## src/rtl/rv_pipe_pkg.sv

```systemverilog
`default_nettype none

package rv_pipe_pkg;

	localparam int XLEN  = 64;
	localparam int NREGS = 32;

	typedef logic [XLEN-1:0] xlen_t;
	typedef logic [4:0]      reg_idx_t;
	typedef logic [31:0]     inst_t;

	// ******************************
	// opcodes and function codes.
	// ******************************
	localparam logic [6:0] OPC_OP     = 7'b0110011;
	localparam logic [6:0] OPC_OP_IMM = 7'b0010011;
	localparam logic [6:0] OPC_BRANCH = 7'b1100011;

	localparam logic [2:0] F3_ADD_SUB = 3'b000;
	localparam logic [2:0] F3_OR      = 3'b110;
	localparam logic [2:0] F3_AND     = 3'b111;
	localparam logic [2:0] F3_BEQ     = 3'b000;

	typedef enum logic [1:0] {
		ALU_ADD,
		ALU_SUB,
		ALU_AND,
		ALU_OR
	} alu_op_t;

	// ******************************
	// stage payloads.
	// ******************************
	typedef struct packed {
		inst_t inst;
		xlen_t pc;
	} if_id_t;

	typedef struct packed {
		xlen_t    op_a;
		xlen_t    op_b;
		xlen_t    imm;
		xlen_t    pc;
		reg_idx_t rd;
		logic     reg_write;
		logic     alu_src;
		logic     branch;
		alu_op_t  alu_op;
	} id_ex_t;

	typedef struct packed {
		xlen_t    result;
		reg_idx_t rd;
		logic     result_we;
		logic     branch_taken;
		xlen_t    branch_target;
	} ex_out_t;

endpackage

`default_nettype wire

```

## src/rtl/stage_reg.sv

```systemverilog
`timescale 1ns/1ns
`default_nettype none

module stage_reg #(
	parameter type payload_t = logic [7:0]
) (
	input  wire      clk,
	input  wire      arst_n,
	input  wire      en,
	input  wire      payload_t d,
	output payload_t q
);

	// holds its contents while en is low.
	always_ff @(posedge clk or negedge arst_n) begin
		if (!arst_n) begin
			q <= '0; // a zero record is a bubble.
		end else if (en) begin
			q <= d;
		end
	end

endmodule

`default_nettype wire

```

## src/rtl/reg_file.sv

```systemverilog
`timescale 1ns/1ns
`default_nettype none

module reg_file (
	input  wire                             clk,
	input  wire                             arst_n,
	input  wire rv_pipe_pkg::reg_idx_t      rs1,
	input  wire rv_pipe_pkg::reg_idx_t      rs2,
	output rv_pipe_pkg::xlen_t              rd1,
	output rv_pipe_pkg::xlen_t              rd2,
	input  wire                             we,
	input  wire rv_pipe_pkg::reg_idx_t      wd_idx,
	input  wire rv_pipe_pkg::xlen_t         wd
);

	import rv_pipe_pkg::*;

	xlen_t regs [NREGS];

	// x0 reads zero, a same cycle write is forwarded.
	function automatic xlen_t read_port(input reg_idx_t idx);
		if (idx == '0) begin
			return '0;
		end
		if (we && (wd_idx == idx)) begin
			return wd;
		end
		return regs[idx];
	endfunction

	always_ff @(posedge clk or negedge arst_n) begin
		if (!arst_n) begin
			for (int i = 0; i < NREGS; i++) begin
				regs[i] <= '0;
			end
		end else if (we && (wd_idx != '0)) begin
			regs[wd_idx] <= wd; // writes to x0 are dropped.
		end
	end

	always_comb begin
		rd1 = read_port(rs1);
		rd2 = read_port(rs2);
	end

endmodule

`default_nettype wire

```

## src/rtl/ctrl_decode.sv

```systemverilog
`timescale 1ns/1ns
`default_nettype none

module ctrl_decode (
	input  wire rv_pipe_pkg::inst_t  inst,
	output logic                     reg_write,
	output logic                     alu_src,
	output logic                     branch,
	output rv_pipe_pkg::alu_op_t     alu_op,
	output rv_pipe_pkg::xlen_t       imm,
	output rv_pipe_pkg::reg_idx_t    rd
);

	import rv_pipe_pkg::*;

	logic [6:0] opcode;
	logic [2:0] funct3;
	logic       alt_op; // funct7 bit 5.
	xlen_t      imm_i;
	xlen_t      imm_b;

	assign opcode = inst[6:0];
	assign funct3 = inst[14:12];
	assign alt_op = inst[30];

	assign imm_i = {{(XLEN-12){inst[31]}}, inst[31:20]};
	assign imm_b = {{(XLEN-13){inst[31]}}, inst[31], inst[7], inst[30:25], inst[11:8], 1'b0};

	always_comb begin
		// bubble unless a supported instruction matches.
		reg_write = 1'b0;
		alu_src   = 1'b0;
		branch    = 1'b0;
		alu_op    = ALU_ADD;
		imm       = '0;

		case (opcode)
			OPC_OP: begin
				case (funct3)
					F3_ADD_SUB: begin
						reg_write = 1'b1;
						alu_op    = alt_op ? ALU_SUB : ALU_ADD;
					end
					F3_AND: begin
						reg_write = 1'b1;
						alu_op    = ALU_AND;
					end
					F3_OR: begin
						reg_write = 1'b1;
						alu_op    = ALU_OR;
					end
					default: ;
				endcase
			end
			OPC_OP_IMM: begin
				if (funct3 == F3_ADD_SUB) begin // addi only.
					reg_write = 1'b1;
					alu_src   = 1'b1;
					imm       = imm_i;
				end
			end
			OPC_BRANCH: begin
				if (funct3 == F3_BEQ) begin
					branch = 1'b1;
					alu_op = ALU_SUB; // equal operands give a zero result.
					imm    = imm_b;
				end
			end
			default: ;
		endcase
	end

	assign rd = reg_write ? inst[11:7] : '0;

endmodule

`default_nettype wire

```

## src/rtl/exec_unit.sv

```systemverilog
`timescale 1ns/1ns
`default_nettype none

module exec_unit (
	input  wire rv_pipe_pkg::xlen_t     op_a,
	input  wire rv_pipe_pkg::xlen_t     op_b,
	input  wire rv_pipe_pkg::xlen_t     imm,
	input  wire rv_pipe_pkg::xlen_t     pc,
	input  wire                         alu_src,
	input  wire                         branch,
	input  wire                         reg_write,
	input  wire rv_pipe_pkg::alu_op_t   alu_op,
	input  wire rv_pipe_pkg::reg_idx_t  rd,
	output rv_pipe_pkg::xlen_t          result,
	output logic                        result_we,
	output rv_pipe_pkg::reg_idx_t       result_rd,
	output logic                        branch_taken,
	output rv_pipe_pkg::xlen_t          branch_target
);

	import rv_pipe_pkg::*;

	xlen_t operand_b;
	logic  zero;

	assign operand_b = alu_src ? imm : op_b;

	// ******************************
	// alu.
	// ******************************
	always_comb begin
		case (alu_op)
			ALU_SUB: result = op_a - operand_b;
			ALU_AND: result = op_a & operand_b;
			ALU_OR:  result = op_a | operand_b;
			default: result = op_a + operand_b;
		endcase
	end

	assign zero = (result == '0);

	// ******************************
	// branch and write enable.
	// ******************************
	assign branch_taken  = branch & zero;
	assign branch_target = pc + imm; // pc relative, imm already shifted.

	assign result_we = reg_write; // rd 0 is filtered in the register file.
	assign result_rd = rd;

endmodule

`default_nettype wire

```

## src/rtl/decode_exec_top.sv

```systemverilog
`timescale 1ns/1ns
`default_nettype none

module decode_exec_top (
	input  wire                         clk,
	input  wire                         arst_n,
	input  wire                         en,
	input  wire rv_pipe_pkg::inst_t     inst,
	input  wire rv_pipe_pkg::xlen_t     pc,
	input  wire                         wb_en,
	input  wire rv_pipe_pkg::reg_idx_t  wb_rd,
	input  wire rv_pipe_pkg::xlen_t     wb_data,
	output rv_pipe_pkg::xlen_t          result,
	output rv_pipe_pkg::reg_idx_t       result_rd,
	output logic                        result_we,
	output logic                        branch_taken,
	output rv_pipe_pkg::xlen_t          branch_target
);

	import rv_pipe_pkg::*;

	if_id_t   if_id_d, if_id_q;
	id_ex_t   id_ex_d, id_ex_q;
	ex_out_t  ex_out_d, ex_out_q;

	reg_idx_t rs1, rs2;
	xlen_t    rd1, rd2;
	logic     dec_reg_write, dec_alu_src, dec_branch;
	alu_op_t  dec_alu_op;
	xlen_t    dec_imm;
	reg_idx_t dec_rd;

	xlen_t    ex_result, ex_target;
	reg_idx_t ex_rd;
	logic     ex_we, ex_taken;

	// ******************************
	// if/id.
	// ******************************
	assign if_id_d = '{inst: inst, pc: pc};

	stage_reg #(.payload_t(if_id_t)) u_if_id (
		.clk    (clk),
		.arst_n (arst_n),
		.en     (en),
		.d      (if_id_d),
		.q      (if_id_q)
	);

	assign rs1 = if_id_q.inst[19:15];
	assign rs2 = if_id_q.inst[24:20];

	reg_file u_reg_file (
		.clk    (clk),
		.arst_n (arst_n),
		.rs1    (rs1),
		.rs2    (rs2),
		.rd1    (rd1),
		.rd2    (rd2),
		.we     (wb_en),
		.wd_idx (wb_rd),
		.wd     (wb_data)
	);

	ctrl_decode u_ctrl_decode (
		.inst      (if_id_q.inst),
		.reg_write (dec_reg_write),
		.alu_src   (dec_alu_src),
		.branch    (dec_branch),
		.alu_op    (dec_alu_op),
		.imm       (dec_imm),
		.rd        (dec_rd)
	);

	// ******************************
	// id/ex.
	// ******************************
	assign id_ex_d = '{op_a: rd1, op_b: rd2, imm: dec_imm, pc: if_id_q.pc, rd: dec_rd,
		reg_write: dec_reg_write, alu_src: dec_alu_src, branch: dec_branch,
		alu_op: dec_alu_op};

	stage_reg #(.payload_t(id_ex_t)) u_id_ex (
		.clk    (clk),
		.arst_n (arst_n),
		.en     (en),
		.d      (id_ex_d),
		.q      (id_ex_q)
	);

	exec_unit u_exec_unit (
		.op_a          (id_ex_q.op_a),
		.op_b          (id_ex_q.op_b),
		.imm           (id_ex_q.imm),
		.pc            (id_ex_q.pc),
		.alu_src       (id_ex_q.alu_src),
		.branch        (id_ex_q.branch),
		.reg_write     (id_ex_q.reg_write),
		.alu_op        (id_ex_q.alu_op),
		.rd            (id_ex_q.rd),
		.result        (ex_result),
		.result_we     (ex_we),
		.result_rd     (ex_rd),
		.branch_taken  (ex_taken),
		.branch_target (ex_target)
	);

	// ******************************
	// ex/out.
	// ******************************
	assign ex_out_d = '{result: ex_result, rd: ex_rd, result_we: ex_we,
		branch_taken: ex_taken, branch_target: ex_target};

	stage_reg #(.payload_t(ex_out_t)) u_ex_out (
		.clk    (clk),
		.arst_n (arst_n),
		.en     (en),
		.d      (ex_out_d),
		.q      (ex_out_q)
	);

	assign result        = ex_out_q.result;
	assign result_rd     = ex_out_q.rd;
	assign result_we     = ex_out_q.result_we;
	assign branch_taken  = ex_out_q.branch_taken;
	assign branch_target = ex_out_q.branch_target;

endmodule

`default_nettype wire

```

## config.mk

```make
export PLATFORM = sky130hd
export DESIGN_NAME = decode_exec_top
export DESIGN_NICKNAME = d
export VERILOG_FILES = /design/src/rtl/rv_pipe_pkg.sv /design/src/rtl/stage_reg.sv /design/src/rtl/reg_file.sv /design/src/rtl/ctrl_decode.sv /design/src/rtl/exec_unit.sv /design/src/rtl/decode_exec_top.sv
export SDC_FILE = /design/constraint.sdc
export NUM_CORES = 2
export LEC_CHECK = 0
export BUFFER_PORTS_ARGS = -buffer_cell sky130_fd_sc_hd__buf_2
export CAP_MARGIN = 10
export CORE_ASPECT_RATIO = 0.75
export CORE_MARGIN = 2
export CORE_UTILIZATION = 25
export DETAILED_ROUTE_END_ITERATION = 7
export REMOVE_ABC_BUFFERS = 1
export SLEW_MARGIN = 20
export SYNTH_ARGS = -nofsm -noshare
export SYNTH_HDL_FRONTEND = slang
export SYNTH_SLANG_ARGS = --single-unit
```

## constraint.sdc

```tcl
create_clock -name clk -period 20 [get_ports clk]
set_input_delay 2 -clock clk [delete_from_list [all_inputs] [get_ports clk]]
set_output_delay 2 -clock clk [all_outputs]
set_load 0.05 [all_outputs]
```

==> flow_metrics.tcl <==
set metrics [dict create \
    grt_pass1_wl_mm 705 \
    synth-simple-area-share_pct 3.79 \
    cts.repair.resized 0 \
    rsz0062_at_grt "no" \
    path_class "reg -> reg" \
    synth_top_area_share_pct 45.5 \
    synthDistinctLibCells 97 \
    start_util_pct 25.1 \
    final_cell_mix "2480 x dfrtp_1, 2286 x mux2_2, 1085 x mux4_2" \
    dpl_worst_slack_ns 11.45 \
    totalWireLength_mm 495 \
    dp_cells 16900 \
    relSlewSlack_pct 14.6 \
    finish.utilization_pct 28.5 \
    routedWlPerCell_um 28.5 \
    tritoncts.num_buffers 273 \
    ys_seq_area_share_pct 45.5 \
    synth_area_leaders "dfrtp_1 45%, mux2_2 19%, mux4_2 18%" \
    finalWorstSetupSlack_ns 11.34 \
    hold_class "reg -> reg" \
    yosysTopAreaCell "dfrtp_1" \
    finClkSkew_ns 0.0876 \
    synth_area_sq_mm 0.137 \
    worstSetupStartpoint "u_id_ex.q[3]" \
    hp-start "u_reg_file.regs[2016]" \
    antenna_left 0 \
    drive_gt1_share_pct 43.7 \
    synth_xor_area_share_pct 0.900 \
    tightest_slew_ns 1.28 \
    clock_path_buffers 4 \
    synth-seq-cells 2494 \
    synth-compound-area-share_pct 6.57 \
    grt_pass1_vias 91100 \
    avgViaCountPerCell 5.38 \
    hold_viol_final 0 \
    end_kind "flip-flop" \
    grt_max_degree 187 \
    first_iter_violations 10700 \
    cts_tree "yes" \
    synthToLayoutAreaGrowth_pct 13.5 \
    ys_warn_count 0 \
    final_common_cell "dfrtp_1" \
    dp_hpwl_mm 316 \
    overflow 0 \
    max-vdd-ir-drop_uv 69.7 \
    die-area_sq_mm 0.555 \
    nets 10200 \
    cts.sinks 2494 \
    row_count 235 \
    ys.flop_type "dfrtp_1" \
    cp.arrival_ns 9.56 \
    setup_viol_count_final 0 \
    synth_mux_area_share_pct 38.6 \
    instances_no_fill 17400 \
    timing.rr.start "u_id_ex.q[3]" \
    num_io_pins 304 \
    place.gp.congestion 0.960 \
    synthArstFlopShare_pct 100 \
    clock-root-buffer "clkbuf_16" \
    post-cts-setup-buffers 0 \
    gr-usage-all-layers_pct 17.3 \
    io_buffers 303 \
    antenna_found_initial 104 \
    start_kind "flip-flop" \
    required_ns 20.90 \
    maxCapViolCount 0 \
    clk_latency_ns 0.97 \
    reg2reg_slack_ns 11.34 \
    p_total_mw 17.6 \
    drc 0 \
    hold_buffers 0 \
    slew_viol_final 0 \
    synth_top_family_by_area "multiplexers" \
    fmax_mhz 115 \
    firstDrtPassIters 7 \
    coreArea_sq_mm 0.546 \
    status "completed" \
    path_clk_slew_ns 0.06 \
    leakagePower_nw 65.4 \
    dieHeight_um 646 \
    synth-edff-count 0 \
    htreeDepth 5 \
    min_period_ns 8.66 \
    synthAdderAreaFrac_pct 1.53 \
    cellPowerDensity_mw_per_mm2 113 \
    worstPathMaxFanout 62 \
    syn_inst 10100 \
    post-route-period-util_pct 43.3 \
    vias 93600 \
    die_w_um 859 \
    syn_area_per_cell_sq_um 13.6 \
]
[final timing paths]
path | end | cells past startpoint
max | u_ex_out.q[64] | 24
min | u_reg_file.regs[2016] | 0
max reg2reg | u_ex_out.q[64] | 24
min reg2reg | u_reg_file.regs[2016] | 0
max in group asynchronous | u_reg_file.regs[1945] | 6
min in group asynchronous | u_if_id.q[66] | 1
[metrics by stage]
stage           TNS, ns  area [sq um]  hold slack [ns]
6_report              0        156000            0.398
5_1_grt               0        156000            0.405
4_1_cts               0        156000            0.397
3_5_place_dp          0        146000            0.384
3_3_place_gp          0        146000            0.378
2_1_floorplan  -1861.97        133000            0.365
[routing by layer]
layer  GRT usage, %  up-vias  wire (um)
li1               -    38300          -
met1           24.6    50300     214000
met5              0        -        239
met3           4.49      840      47300
met2           25.6     4181     214000
met4           5.46       36      18800
[registers in the layout, indices dropped and copies added, names as in the netlist]
| name | flops |
|---|---|
| u_id_ex.q | 215 |
| u_ex_out.q | 135 |
| u_reg_file.regs | 2048 |
| u_if_id.q | 96 |
[kinds of logic after synthesis]
group                    after synthesis
adder cells (fa/ha/maj)              176
buffers and inverters               1110
multiplexers                        3655
AO/OA/AOI/OAI                       1398
flip-flops                          2494
XOR/XNOR                             141
AND/OR/NAND/NOR                     1140
[cell usage after synthesis (15+ instances only)]
cell type	count
buf_1	113
maj3_1	45
a31oi_1	37
and3_1	17
ha_1	129
a21oi_1	468
nand4_1	51
o21a_1	22
o211ai_1	34
nor3_1	67
a22o_1	15
nand2b_1	18
o22ai_1	62
nor2_1	567
mux4_2	1085
o2bb2ai_1	75
nand3_1	43
xnor2_1	86
o21ai_0	261
dfrtp_1	2494
mux2i_1	284
inv_1	107
clkbuf_1	872
a211oi_1	27
a21o_1	81
o21bai_1	18
nor4_1	23
nor2b_1	25
a221oi_1	131
xor2_1	55
nand2_1	217
o31ai_1	24
or3_1	24
mux2_2	2286
[area by class of cell]
type	count	area (sq um)
Clock buffer	386	7910
Sequential cell	2494	62500
Timing Repair Buffer	519	3490
Inverter	109	415
Multi-Input combinational cell	6510	70900
Fill cell	55300	391000
Clock inverter	102	1430
Tap cell	7228	9040
Antenna cell	35	87.6
[report_power, final]
part / total, mW / internal, mW / switching [mW]
logic: 5.24 / 2.40 / 2.84
clock network: 5.41 / 3.13 / 2.28
registers: 6.91 / 6.03 / 0.880
[critical path, stage by stage, from the launching register on]
cell       delay [ns]
dfrtp_4          0.84
mux2i_1          0.39
ha_1             0.24
o21ai_1          0.10
or2_4            0.29
nor4_4           0.53
nand4_4          0.25
nor4_4           0.48
nor2_1           0.15
a21oi_1          0.21
nand2_1          0.26
o21ai_0          0.34
ha_1             0.47
a21oi_1          0.36
nand2_1          0.11
a221oi_2         0.54
a21boi_0         0.27
nor3_1           0.22
mux2_2           0.37
a2111oi_0        0.53
nand4_1          0.33
nor4_1           0.82
and4bb_1         0.30
nand4bb_1        0.11
o21ai_1          0.10
No activity file was read; power rests on OpenSTA's default activity.
